[src/source/dram_bridge_defs.svh]
`ifndef DRAM_BRIDGE_DEFS_SVH
`define DRAM_BRIDGE_DEFS_SVH

// --------------------
// datapath widths
`define DB_WORD_W      32
`define DB_PADDR_W     28
`define DB_EPA_W       16

// outstanding transactions
`define DB_TAGS        8
`define DB_TAG_W       3

// --------------------
// network coordinates and cache tile geometry
`define DB_X_W         4
`define DB_Y_W         4
`define DB_TILES_X_LOG 2
`define DB_BLOCK_LOG   3
`define DB_Y_NORTH     0
`define DB_Y_SOUTH     9

// nonzero selects the xor hash on the tile x index
`define DB_HASH_XOR    1

`endif

[src/source/dram_bridge_pkg.sv]
`include "dram_bridge_defs.svh"

package dram_bridge_pkg;

  // --------------------
  // vectors with a meaning of their own

  // one data word
  typedef logic [`DB_WORD_W-1:0]  word_t;

  // processor byte address, also the width of the word offset
  typedef logic [`DB_PADDR_W-1:0] paddr_t;

  // word address inside a dram cache tile
  typedef logic [`DB_EPA_W-1:0]   epa_t;

  // transaction id carried by each packet
  typedef logic [`DB_TAG_W-1:0]   tag_t;

  // network coordinates
  typedef logic [`DB_X_W-1:0]     x_cord_t;
  typedef logic [`DB_Y_W-1:0]     y_cord_t;

  // --------------------
  // message encodings

  // processor side request and response type
  typedef enum logic {MSG_RD, MSG_WR} mem_msg_e;

  // network side operation
  typedef enum logic {OP_LOAD, OP_STORE} net_op_e;

endpackage

[src/source/dram_bridge_if.sv]
`timescale 1ns/100ps

// request handoff from the intake register to the issue stage
interface fwd_req_if;
  import dram_bridge_pkg::*;

  logic     valid;
  logic     take;
  mem_msg_e msg_type;
  paddr_t   addr;
  word_t    data;

  modport src (output valid, output msg_type, output addr, output data, input take);
  modport dst (input valid, input msg_type, input addr, input data, output take);
endinterface

// tag allocation and header write into the reorder buffer
interface tag_alloc_if;
  import dram_bridge_pkg::*;

  logic     avail;
  tag_t     tag;
  logic     take;
  mem_msg_e msg_type;
  paddr_t   addr;

  modport owner (output avail, output tag, input take, input msg_type, input addr);
  modport user (input avail, input tag, output take, output msg_type, output addr);
endinterface

[src/source/fwd_intake.sv]
`timescale 1ns/100ps

module fwd_intake
  (
    input  logic                      clk_i,
    input  logic                      rst_n_i,
    input  logic                      fwd_v_i,
    output logic                      fwd_ready_o,
    input  dram_bridge_pkg::mem_msg_e fwd_msg_type_i,
    input  dram_bridge_pkg::paddr_t   fwd_addr_i,
    input  dram_bridge_pkg::word_t    fwd_data_i,
    fwd_req_if.src                    req_o
  );
  import dram_bridge_pkg::*;

  logic     full_r;
  logic     load;
  mem_msg_e msg_type_r;
  paddr_t   addr_r;
  word_t    data_r;

  // room when empty, or when the entry leaves this cycle
  assign fwd_ready_o = !full_r || req_o.take;
  assign load        = fwd_v_i && fwd_ready_o;

  always_ff @(posedge clk_i)
  begin
    if (!rst_n_i)
      full_r <= 1'b0;
    else if (load)
      full_r <= 1'b1;
    else if (req_o.take)
      full_r <= 1'b0;
  end

  // payload only moves on a processor transfer
  always_ff @(posedge clk_i)
  begin
    if (load)
    begin
      msg_type_r <= fwd_msg_type_i;
      addr_r     <= fwd_addr_i;
      data_r     <= fwd_data_i;
    end
  end

  assign req_o.valid    = full_r;
  assign req_o.msg_type = msg_type_r;
  assign req_o.addr     = addr_r;
  assign req_o.data     = data_r;

endmodule

[src/source/dram_addr_hash.sv]
`timescale 1ns/100ps
`include "dram_bridge_defs.svh"

module dram_addr_hash
  (
    input  dram_bridge_pkg::paddr_t  addr_i,
    input  dram_bridge_pkg::paddr_t  dram_offset_i,
    output dram_bridge_pkg::x_cord_t x_o,
    output dram_bridge_pkg::y_cord_t y_o,
    output dram_bridge_pkg::epa_t    epa_o
  );
  import dram_bridge_pkg::*;

  // bit positions inside the word address
  localparam int ROW_BIT   = `DB_BLOCK_LOG + `DB_TILES_X_LOG;
  localparam int UPPER_LSB = ROW_BIT + 1;
  localparam int EPA_FULL  = `DB_PADDR_W - UPPER_LSB + `DB_BLOCK_LOG;

  paddr_t                      word_addr;
  logic [`DB_BLOCK_LOG-1:0]    block_off;
  logic [`DB_TILES_X_LOG-1:0]  tile_sel;
  logic [`DB_TILES_X_LOG-1:0]  tile_x;
  logic [EPA_FULL-1:0]         epa_full;

  // byte address to word address, then into the dram window
  assign word_addr = (addr_i >> 2) + dram_offset_i;
  assign block_off = word_addr[`DB_BLOCK_LOG-1:0];
  assign tile_sel  = word_addr[`DB_BLOCK_LOG +: `DB_TILES_X_LOG];

  // spread consecutive rows across the tiles
  if (`DB_HASH_XOR != 0)
  begin : g_xor_hash
    assign tile_x = tile_sel ^ word_addr[UPPER_LSB +: `DB_TILES_X_LOG];
  end
  else
  begin : g_plain_hash
    assign tile_x = tile_sel;
  end

  assign x_o = x_cord_t'(tile_x);
  assign y_o = word_addr[ROW_BIT] ? y_cord_t'(`DB_Y_SOUTH) : y_cord_t'(`DB_Y_NORTH);

  // tile drops the x and row bits, keeps block offset at the bottom
  assign epa_full = {word_addr[`DB_PADDR_W-1:UPPER_LSB], block_off};
  assign epa_o    = epa_full[`DB_EPA_W-1:0];

endmodule

[src/source/request_issue.sv]
`timescale 1ns/100ps

module request_issue
  (
    input  logic                     clk_i,
    input  logic                     rst_n_i,
    fwd_req_if.dst                   req_i,
    tag_alloc_if.user                alloc_o,
    input  dram_bridge_pkg::paddr_t  dram_offset_i,
    output logic                     net_v_o,
    input  logic                     net_ready_i,
    output dram_bridge_pkg::net_op_e net_op_o,
    output dram_bridge_pkg::x_cord_t net_x_o,
    output dram_bridge_pkg::y_cord_t net_y_o,
    output dram_bridge_pkg::epa_t    net_epa_o,
    output dram_bridge_pkg::word_t   net_data_o,
    output dram_bridge_pkg::tag_t    net_tag_o
  );
  import dram_bridge_pkg::*;

  x_cord_t hash_x;
  y_cord_t hash_y;
  epa_t    hash_epa;
  logic    space;
  logic    fire;

  // output packet register
  logic    pkt_v_r;
  net_op_e pkt_op_r;
  x_cord_t pkt_x_r;
  y_cord_t pkt_y_r;
  epa_t    pkt_epa_r;
  word_t   pkt_data_r;
  tag_t    pkt_tag_r;

  dram_addr_hash u_hash
  (
    .addr_i        (req_i.addr),
    .dram_offset_i (dram_offset_i),
    .x_o           (hash_x),
    .y_o           (hash_y),
    .epa_o         (hash_epa)
  );

  // --------------------
  // issue condition
  assign space = !pkt_v_r || net_ready_i;
  assign fire  = req_i.valid && alloc_o.avail && space;

  assign req_i.take       = fire;
  assign alloc_o.take     = fire;
  assign alloc_o.msg_type = req_i.msg_type;
  assign alloc_o.addr     = req_i.addr;

  // --------------------
  // packet register toward the network
  always_ff @(posedge clk_i)
  begin
    if (!rst_n_i)
      pkt_v_r <= 1'b0;
    else if (fire)
      pkt_v_r <= 1'b1;
    else if (net_ready_i)
      pkt_v_r <= 1'b0;
  end

  always_ff @(posedge clk_i)
  begin
    if (fire)
    begin
      pkt_op_r   <= (req_i.msg_type == MSG_WR) ? OP_STORE : OP_LOAD;
      pkt_x_r    <= hash_x;
      pkt_y_r    <= hash_y;
      pkt_epa_r  <= hash_epa;
      pkt_data_r <= req_i.data;
      pkt_tag_r  <= alloc_o.tag;
    end
  end

  assign net_v_o    = pkt_v_r;
  assign net_op_o   = pkt_op_r;
  assign net_x_o    = pkt_x_r;
  assign net_y_o    = pkt_y_r;
  assign net_epa_o  = pkt_epa_r;
  assign net_data_o = pkt_data_r;
  assign net_tag_o  = pkt_tag_r;

endmodule

[src/source/reorder_return.sv]
`timescale 1ns/100ps
`include "dram_bridge_defs.svh"

module reorder_return
  (
    input  logic                      clk_i,
    input  logic                      rst_n_i,
    tag_alloc_if.owner                alloc_i,
    input  logic                      net_ret_v_i,
    input  dram_bridge_pkg::tag_t     net_ret_tag_i,
    input  dram_bridge_pkg::word_t    net_ret_data_i,
    output logic                      rev_v_o,
    input  logic                      rev_ready_i,
    output dram_bridge_pkg::mem_msg_e rev_msg_type_o,
    output dram_bridge_pkg::paddr_t   rev_addr_o,
    output dram_bridge_pkg::word_t    rev_data_o
  );
  import dram_bridge_pkg::*;

  localparam logic [`DB_TAG_W:0] FULL_COUNT = `DB_TAGS;

  tag_t                alloc_ptr_r;
  tag_t                head_ptr_r;
  logic [`DB_TAG_W:0]  count_r;
  logic [`DB_TAGS-1:0] filled_r;
  logic                retire;

  // per-entry storage
  mem_msg_e hdr_msg_q  [`DB_TAGS];
  paddr_t   hdr_addr_q [`DB_TAGS];
  word_t    data_q     [`DB_TAGS];

  assign alloc_i.avail = (count_r != FULL_COUNT);
  assign alloc_i.tag   = alloc_ptr_r;
  assign retire        = rev_v_o && rev_ready_i;

  // --------------------
  // pointers, occupancy, fill bits
  always_ff @(posedge clk_i)
  begin
    if (!rst_n_i)
    begin
      alloc_ptr_r <= '0;
      head_ptr_r  <= '0;
      count_r     <= '0;
      filled_r    <= '0;
    end
    else
    begin
      if (alloc_i.take)
        alloc_ptr_r <= alloc_ptr_r + 1'b1;
      if (retire)
        head_ptr_r <= head_ptr_r + 1'b1;
      case ({alloc_i.take, retire})
        2'b10:   count_r <= count_r + 1'b1;
        2'b01:   count_r <= count_r - 1'b1;
        default: count_r <= count_r;
      endcase
      // a return never targets the entry being retired
      if (net_ret_v_i)
        filled_r[net_ret_tag_i] <= 1'b1;
      if (retire)
        filled_r[head_ptr_r] <= 1'b0;
    end
  end

  // headers on allocation, data on return
  always_ff @(posedge clk_i)
  begin
    if (alloc_i.take)
    begin
      hdr_msg_q[alloc_ptr_r]  <= alloc_i.msg_type;
      hdr_addr_q[alloc_ptr_r] <= alloc_i.addr;
    end
    if (net_ret_v_i)
      data_q[net_ret_tag_i] <= net_ret_data_i;
  end

  // --------------------
  // in-order response from the head
  assign rev_v_o        = filled_r[head_ptr_r];
  assign rev_msg_type_o = hdr_msg_q[head_ptr_r];
  assign rev_addr_o     = hdr_addr_q[head_ptr_r];
  assign rev_data_o     = data_q[head_ptr_r];

endmodule

[src/source/dram_bridge_top.sv]
`timescale 1ns/100ps

module dram_bridge_top
  (
    input  logic                      clk_i,
    input  logic                      rst_n_i,

    // processor request
    input  logic                      fwd_v_i,
    output logic                      fwd_ready_o,
    input  dram_bridge_pkg::mem_msg_e fwd_msg_type_i,
    input  dram_bridge_pkg::paddr_t   fwd_addr_i,
    input  dram_bridge_pkg::word_t    fwd_data_i,

    // processor response
    output logic                      rev_v_o,
    input  logic                      rev_ready_i,
    output dram_bridge_pkg::mem_msg_e rev_msg_type_o,
    output dram_bridge_pkg::paddr_t   rev_addr_o,
    output dram_bridge_pkg::word_t    rev_data_o,

    // network request packet
    output logic                      net_v_o,
    input  logic                      net_ready_i,
    output dram_bridge_pkg::net_op_e  net_op_o,
    output dram_bridge_pkg::x_cord_t  net_x_o,
    output dram_bridge_pkg::y_cord_t  net_y_o,
    output dram_bridge_pkg::epa_t     net_epa_o,
    output dram_bridge_pkg::word_t    net_data_o,
    output dram_bridge_pkg::tag_t     net_tag_o,

    // network return, always accepted
    input  logic                      net_ret_v_i,
    input  dram_bridge_pkg::tag_t     net_ret_tag_i,
    input  dram_bridge_pkg::word_t    net_ret_data_i,

    // base of the dram window, in words
    input  dram_bridge_pkg::paddr_t   dram_offset_i
  );

  fwd_req_if   u_fwd_req ();
  tag_alloc_if u_tag_alloc ();

  fwd_intake u_intake
  (
    .clk_i          (clk_i),
    .rst_n_i        (rst_n_i),
    .fwd_v_i        (fwd_v_i),
    .fwd_ready_o    (fwd_ready_o),
    .fwd_msg_type_i (fwd_msg_type_i),
    .fwd_addr_i     (fwd_addr_i),
    .fwd_data_i     (fwd_data_i),
    .req_o          (u_fwd_req.src)
  );

  request_issue u_issue
  (
    .clk_i         (clk_i),
    .rst_n_i       (rst_n_i),
    .req_i         (u_fwd_req.dst),
    .alloc_o       (u_tag_alloc.user),
    .dram_offset_i (dram_offset_i),
    .net_v_o       (net_v_o),
    .net_ready_i   (net_ready_i),
    .net_op_o      (net_op_o),
    .net_x_o       (net_x_o),
    .net_y_o       (net_y_o),
    .net_epa_o     (net_epa_o),
    .net_data_o    (net_data_o),
    .net_tag_o     (net_tag_o)
  );

  reorder_return u_reorder
  (
    .clk_i          (clk_i),
    .rst_n_i        (rst_n_i),
    .alloc_i        (u_tag_alloc.owner),
    .net_ret_v_i    (net_ret_v_i),
    .net_ret_tag_i  (net_ret_tag_i),
    .net_ret_data_i (net_ret_data_i),
    .rev_v_o        (rev_v_o),
    .rev_ready_i    (rev_ready_i),
    .rev_msg_type_o (rev_msg_type_o),
    .rev_addr_o     (rev_addr_o),
    .rev_data_o     (rev_data_o)
  );

endmodule

[config.mk]
export PLATFORM = sky130hd
export DESIGN_NAME = dram_bridge_top
export DESIGN_NICKNAME = d
export VERILOG_FILES = /design/src/source/dram_bridge_pkg.sv /design/src/source/dram_bridge_if.sv /design/src/source/fwd_intake.sv /design/src/source/dram_addr_hash.sv /design/src/source/request_issue.sv /design/src/source/reorder_return.sv /design/src/source/dram_bridge_top.sv
export VERILOG_INCLUDE_DIRS = /design/src /design/src/source
export SDC_FILE = /design/constraint.sdc
export NUM_CORES = 1
export LEC_CHECK = 0
export BUFFER_PORTS_ARGS = -buffer_cell sky130_fd_sc_hd__buf_2
export CORE_AREA = 2 2 218 220
export CTS_CLUSTER_SIZE = 20
export DETAILED_ROUTE_END_ITERATION = 10
export DIE_AREA = 0 0 220 222
export GPL_ROUTABILITY_DRIVEN = 0
export PLACE_DENSITY = 0.72
export SKIP_LAST_GASP = 1
export SLEW_MARGIN = 20
export SYNTH_ARGS = -nofsm -noshare
export SYNTH_HDL_FRONTEND = slang
export SYNTH_HIERARCHICAL = 1
export SYNTH_SLANG_ARGS = --single-unit
[constraint.sdc]
create_clock -name clk_i -period 6.2 [get_ports clk_i]
set_input_delay 1.24 -clock clk_i [delete_from_list [all_inputs] [get_ports clk_i]]
set_output_delay 1.24 -clock clk_i [all_outputs]
set_load 0.03 [all_outputs]
==> results of run 1 <==
## sequential cells by signal, indices dropped and copies added (netlist names), named ones only
signal	cells
u_intake/req_o.addr	28
u_intake/req_o.data	32
u_intake/req_o.msg_type	1
u_intake/req_o.valid	1
u_issue/net_data_o	32
u_issue/net_epa_o	16
u_issue/net_op_o	1
u_issue/net_tag_o	3
u_issue/net_v_o	1
u_issue/net_x_o	4
u_issue/net_y_o	4
u_reorder/alloc_i.tag	3
u_reorder/count_r	4
u_reorder/data_q	256
u_reorder/filled_r	8
u_reorder/hdr_addr_q	224
u_reorder/hdr_msg_q	8
u_reorder/head_ptr_r	3
## logic make-up after synthesis
family | share of synthesized area
flops | 0.770
mux | 0.146
simple gates | 0.0197
buf+inv | 0.0226
compound gates | 0.0209
fa+ha+maj | 0.0126
xor+xnor | 0.00827
other cells | 0.000154
## final cells by class
cell class / instances / area (µm²) / share of cell area
sequential: 632 / 18800 / 0.665
multi-input combinational: 410 / 5170 / 0.183
clock buffer: 69 / 1580 / 0.0559
timing repair buffer: 266 / 1460 / 0.0519
tap: 607 / 759 / 0.0269
clock inverter: 43 / 427 / 0.0151
inverter: 11 / 41.3 / 0.00146
antenna: 3 / 7.51 / 0.000266
## report_power, final
group | total, mW | internal (mW) | switching (mW)
registers | 4.92 | 4.85 | 0.0649
logic | 0.544 | 0.197 | 0.347
clock network | 3.68 | 2.15 | 1.52
## how the worst max path moves through the flow
stage,endpoint,cells past startpoint,from
2_1_floorplan,u_reorder/hdr_addr_q[4][0]$_DFFE_PP_,4,net_ready_i
3_3_place_gp,rev_data_o[6],4,flop
3_5_place_dp,rev_data_o[0],4,flop
4_1_cts,rev_data_o[0],4,flop
5_1_grt,rev_data_o[0],4,flop
6_report,rev_data_o[0],4,flop
## layer usage
layer / track usage / wire length, µm / vias to the layer above
met4: 0.0496 / 728 / 4
li1: - / - / 5098
met2: 0.328 / 23500 / 352
met1: 0.253 / 18700 / 5939
met3: 0.0424 / 3090 / 55
met5: 0 / 22 / -
## cells in the mapped netlist (3+ instances only)
cell,instances
a21boi_2,3
o21ai_0,15
buf_6,10
buf_4,35
nand2_1,21
a21oi_1,19
mux2i_1,7
inv_1,11
a21o_1,5
nor3_1,7
mux2_2,63
mux4_2,122
nand3_1,3
dfxtp_1,23
xnor2_1,11
a31oi_1,11
and2_1,3
buf_2,15
nand2b_1,16
nor2_1,24
xor2_1,12
nor2b_1,4
edfxtp_1,609
clkbuf_1,13
ha_1,23
## per-stage QoR
step           instance area, µm²  hold WS (ns)  setup slack [ns]   util
5_1_grt                     28200         0.420              1.64  0.610
3_5_place_dp                26100         0.405              2.43  0.565
6_report                    28200         0.412              1.90  0.610
3_3_place_gp                26100         0.401              2.44  0.565
2_1_floorplan               24400         0.400              1.00      -
4_1_cts                     28200         0.414              1.75  0.609
==> metrics.md, run 1 <==
| Metric | Value |
|---|---|
| Detailed Routing Iterations Pass 1 | `5` |
| Primary FF master, synth | `edfxtp_1` |
| Crit-path max FO | `76` |
| # Post-CTS Setup Buffers | `0` |
| P&R area growth vs syn | `15.9%` |
| Status | `finished clean` |
| Max incr delay on CP | `0.75 ns` |
| RSZ-0062 raised after global routing | `no` |
| Initial cell density of the core | `0.526` |
| DR WL/cell | `22.6 µm` |
| # IOs | `254` |
| # rows | `79` |
| Hold Buf Count CTS | `0` |
| Hold WC Path Type | `flop to flop` |
| Gr ovfl total | `0` |
| Cell total after placement | `1,924` |
| Largest net degree at the start of global routing | `77` |
| Cells on worst reg2reg path | `10` |
| Die height | `222 µm` |
| Final TNS setup | `0 ns` |
| Maximum clock rate | `232 MHz` |
| Die Footprint | `48,800 µm²` |
| CP arrival | `3.06 ns` |
| Hold depth | `0` |
| Design Power | `9.14 mW` |
| Yosys warning count | `6` |
| Initial antenna violation count | `3` |
| Reg-to-reg startpoint | `u_reorder/head_ptr_r[0]$_SDFFE_PN0N_` |
| Finished Layout Cells | `2,041` |
| Most frequent cells in the layout | `edfxtp_1, buf_2, mux4_2` |
| Worst-skew pair later-pin latency | `0.61 ns` |
| Leading cell type in the layout, fill and taps excluded | `edfxtp_1` |
| Flip-flop and latch count after synthesis | `632` |
| Crit start category | `flop` |
| Vias in the first global route | `12,167` |
| Share of layout cells above drive strength 1 | `0.404` |
| CP Class | `flop to primary output` |
| Vias | `11,448` |
| MaxCap Viol Count | `0` |
| Maximum vdd drop | `0.000255 V` |
| Fillers | `3,271` |
| Clk buf depth | `3` |
| Worst Hold End | `u_issue/net_data_o[29]$_DFFE_PP_` |
| Worst Path Buf+Inv | `2` |
| Post-cts resize count | `0` |
| Crit-path cells | `buf_12, mux4_2, mux2_2, buf_2` |
| Detail Route Antenna Nets | `0` |
| Crit end category | `primary output` |
| Tcrit/Tclk final | `0.694` |
| Synth area leaders | `edfxtp_1, mux4_2, mux2_2` |
| Slew HR | `0.323` |
| Cts bufs inserted | `61` |
| Tmin final | `4.30 ns` |
| Worst reg2reg path endpoint | `u_reorder/count_r[2]$_SDFFE_PN0P_` |
| HP Start | `u_intake/req_o.data[29]$_DFFE_PP_` |
| Detailed placement HPWL | `26,300 µm` |
| PD cells | `324 nW/µm²` |
| CTS tree | `built` |
| Drc violations | `0` |
| Fin. max-slew vios | `0` |
| Final nets | `1,536` |
| Die X | `220 µm` |
| Lkg Pwr | `9.42 nW` |
| Clock skew | `0.0236 ns` |
| Total Wirelength | `46,100 µm` |
| Post-synth EDFFs | `609` |
| Syn_area_per_cell | `21.6 µm²` |
| 1st-iter DRT viols | `801` |
| R2r setup slk | `3.27 ns` |
| Worst endpoint required time | `4.96 ns` |
| Drt via density | `5.61` |
| Sink Count | `632` |
| Async SR Flop Fraction | `0` |
| Final setup vio count | `0` |
| Worst-path clk slew | `0.06 ns` |
| Synth unique cells | `58` |
| First-pass GRT wire length | `70,400 µm` |
| Seq/Total Area, Yosys | `0.770` |
| Mapped Cells | `1,125` |
| Root Driver | `clkbuf_16` |
| Fin. Hold Viols | `0` |
| H-tree lvl count | `2` |
| Crit path max-delay family | `multiplexers` |
| Synthesized area | `24,300 µm²` |
| Slowest-stage cell, CP | `dfxtp_4` |
| Worst slew pin tran | `1.01 ns` |
| Number of port buffers | `244` |
| Top-area cell type share of the netlist area | `0.751` |
| Gr usage total | `0.193` |
| Post-synth top area cell | `edfxtp_1` |
| Core Region | `46,300 µm²` |
No activity file was read; power rests on OpenSTA's default activity.
==> run 2: changes to the inputs <==
==> constraint.sdc (replaced) <==
create_clock -name clk_i -period 4.2 [get_ports clk_i]
set_input_delay 0.84 -clock clk_i [delete_from_list [all_inputs] [get_ports clk_i]]
set_output_delay 0.84 -clock clk_i [all_outputs]
set_load 0.03 [all_outputs]
==> metrics.md, run 2 (synthesized netlist as in run 1, its figures left out) <==
| Metric | Value |
|---|---|
| Die X | `220 µm (unchanged)` |
| Gr ovfl total | `0 (unchanged)` |
| PD cells | `486 nW/µm² (+50%)` |
| Clock skew | `0.0158 ns (-0.00785 ns)` |
| Detailed Routing Iterations Pass 1 | `5 (unchanged)` |
| MaxCap Viol Count | `0 (unchanged)` |
| Tmin final | `3.54 ns` |
| Drc violations | `0 (unchanged)` |
| Largest net degree at the start of global routing | `62 (-19%)` |
| Crit-path max FO | `22 (-71%)` |
| Crit path max-delay family | `multiplexers` |
| P&R area growth vs syn | `16.8%` |
| Hold Buf Count CTS | `0 (unchanged)` |
| Final setup vio count | `0 (unchanged)` |
| # IOs | `254 (unchanged)` |
| Largest register by flop count | `u_reorder/data_q` |
| Worst-skew pair later-pin latency | `0.58 ns (-0.03 ns)` |
| Slowest-stage cell, CP | `dfxtp_4` |
| Final TNS setup | `0 ns (unchanged)` |
| DR WL/cell | `22.8 µm (+0.83%)` |
| Worst slew pin tran | `0.873 ns (-0.142 ns)` |
| Share of layout cells above drive strength 1 | `0.407 (+0.00260)` |
| Worst-path clk slew | `0.06 ns (about the same)` |
| Worst endpoint required time | `3.36 ns (-1.60 ns)` |
| Total Wirelength | `46,800 µm (+1.4%)` |
| # rows | `79 (unchanged)` |
| Die height | `222 µm (unchanged)` |
| Max FFs per register | `256 (unchanged)` |
| Worst Path Buf+Inv | `2 (unchanged)` |
| Lkg Pwr | `9.52 nW (+1.1%)` |
| Cts bufs inserted | `66 (+8.2%)` |
| Root Driver | `clkbuf_16` |
| Number of port buffers | `244 (unchanged)` |
| Die Footprint | `48,800 µm² (unchanged)` |
| Final nets | `1,546 (+0.65%)` |
| Tcrit/Tclk final | `0.843` |
| 1st-iter DRT viols | `759 (-5.2%)` |
| Largest regs | `u_reorder/data_q x256, u_reorder/hdr_addr_q x224` |
| Most frequent cells in the layout | `edfxtp_1, buf_2, mux4_2` |
| Vias | `11,580 (+1.2%)` |
| Finished Layout Cells | `2,053 (+0.59%)` |
| RSZ-0062 raised after global routing | `no` |
| Initial cell density of the core | `0.526 (unchanged)` |
| Initial antenna violation count | `2 (-1)` |
| Status | `finished clean` |
| CTS tree | `built` |
| Dpl cell area | `26,200 µm² (+0.36%)` |
| CP arrival | `2.70 ns (-0.36 ns)` |
| Cell total after placement | `1,931 (+0.36%)` |
| Detailed placement HPWL | `27,400 µm (+4.3%)` |
| Fin. max-slew vios | `0 (unchanged)` |
| Post-cts resize count | `0 (unchanged)` |
| First-pass GRT wire length | `71,200 µm (+1.1%)` |
| Clk buf depth | `3 (unchanged)` |
| Fillers | `3,228 (-1.3%)` |
| Detail Route Antenna Nets | `0 (unchanged)` |
| Drt via density | `5.64 (+0.56%)` |
| # Post-CTS Setup Buffers | `0 (unchanged)` |
| Vias in the first global route | `12,274 (+0.88%)` |
| Fin. Hold Viols | `0 (unchanged)` |
| Sink Count | `632 (unchanged)` |
| Core Region | `46,300 µm² (unchanged)` |
| Crit end category | `primary output` |
| Crit-path cells | `buf_4, mux4_2, mux2_2, buf_2` |
| Maximum vdd drop | `0.000430 V (+69%)` |
| CP Class | `flop to primary output` |
| Crit start category | `flop` |
| Hold WC Path Type | `flop to flop` |
| Leading cell type in the layout, fill and taps excluded | `edfxtp_1` |
| Maximum clock rate | `283 MHz` |
| H-tree lvl count | `3 (+1)` |
| Max incr delay on CP | `0.67 ns (-0.08 ns)` |
| Gr usage total | `0.197 (+0.00418)` |
| Slew HR | `0.417 (+0.0934)` |
| Final instance area | `28,400 µm² (+0.79%)` |
## run 2: cell types whose count changed in the layout (fill, tap and decap cells not counted), sizes merged
| cell | delta |
|---|---|
| clkinvlp | -1 |
| diode | -1 |
| clkbuf | +16 |
| clkinv | -6 |
| inv | +2 |
| buf | +5 |
| bufinv | -3 |
## run 2: stage by stage
step           hold WS, ns  utilization  setup slack (ns)  total power, mW
6_report             0.416        0.615             0.660             13.8
5_1_grt              0.398        0.615             0.493             14.3
4_1_cts              0.388        0.614             0.561             14.0
3_5_place_dp         0.405        0.567              1.14             8.20
3_3_place_gp         0.400        0.567              1.22             8.17
2_1_floorplan        0.400            -             0.167             7.92
## run 2: per-layer routing
layer / GRT usage / routed length, µm / vias to the layer above
met3: 0.0508 / 3120 / 80
met1: 0.249 / 18600 / 6008
met5: 0 / 17 / -
met4: 0.0693 / 1090 / 2
li1: - / - / 5130
met2: 0.330 / 23900 / 360
## run 2: worst register-to-register path, cell delays in order, from the launching register on
cell and delay (ns):
dfxtp_1 0.57, mux2_1 0.22, a22oi_2 0.10, a21boi_2 0.57, ha_1 0.38, xor2_1 0.17, ha_1 0.16, a21oi_1 0.05
xor2_1 0.16, or3_1 0.31, a21oi_1 0.13
## run 2: cell type report
type,count,area [µm²],share of cell area
flip-flops and latches,632,18800,0.660
multi-input cells,410,5180,0.182
clock buffers,85,1870,0.0658
repair buffers,271,1500,0.0527
well taps,607,759,0.0267
clock inverters,35,312,0.0110
inverters,11,41.3,0.00145
diodes,2,5.00,0.000176
## run 2: worst paths after layout
path | startpoint | endpoint | slack, ns | cells after the start
max | flop | rev_data_o[17] | 0.66 | 4
min | u_intake/req_o.data[24]$_DFFE_PP_ | u_issue/net_data_o[24]$_DFFE_PP_ | 0.42 | 0
min reg2reg | u_intake/req_o.data[24]$_DFFE_PP_ | u_issue/net_data_o[24]$_DFFE_PP_ | 0.42 | 0
max reg2reg | u_reorder/head_ptr_r[0]$_SDFFE_PN0N_ | u_reorder/count_r[2]$_SDFFE_PN0P_ | 1.31 | 10
## run 2: report_power, final
group	switching, mW	internal (mW)
sequential	0.0982	7.16
combinational	0.512	0.296
clock	2.28	3.46
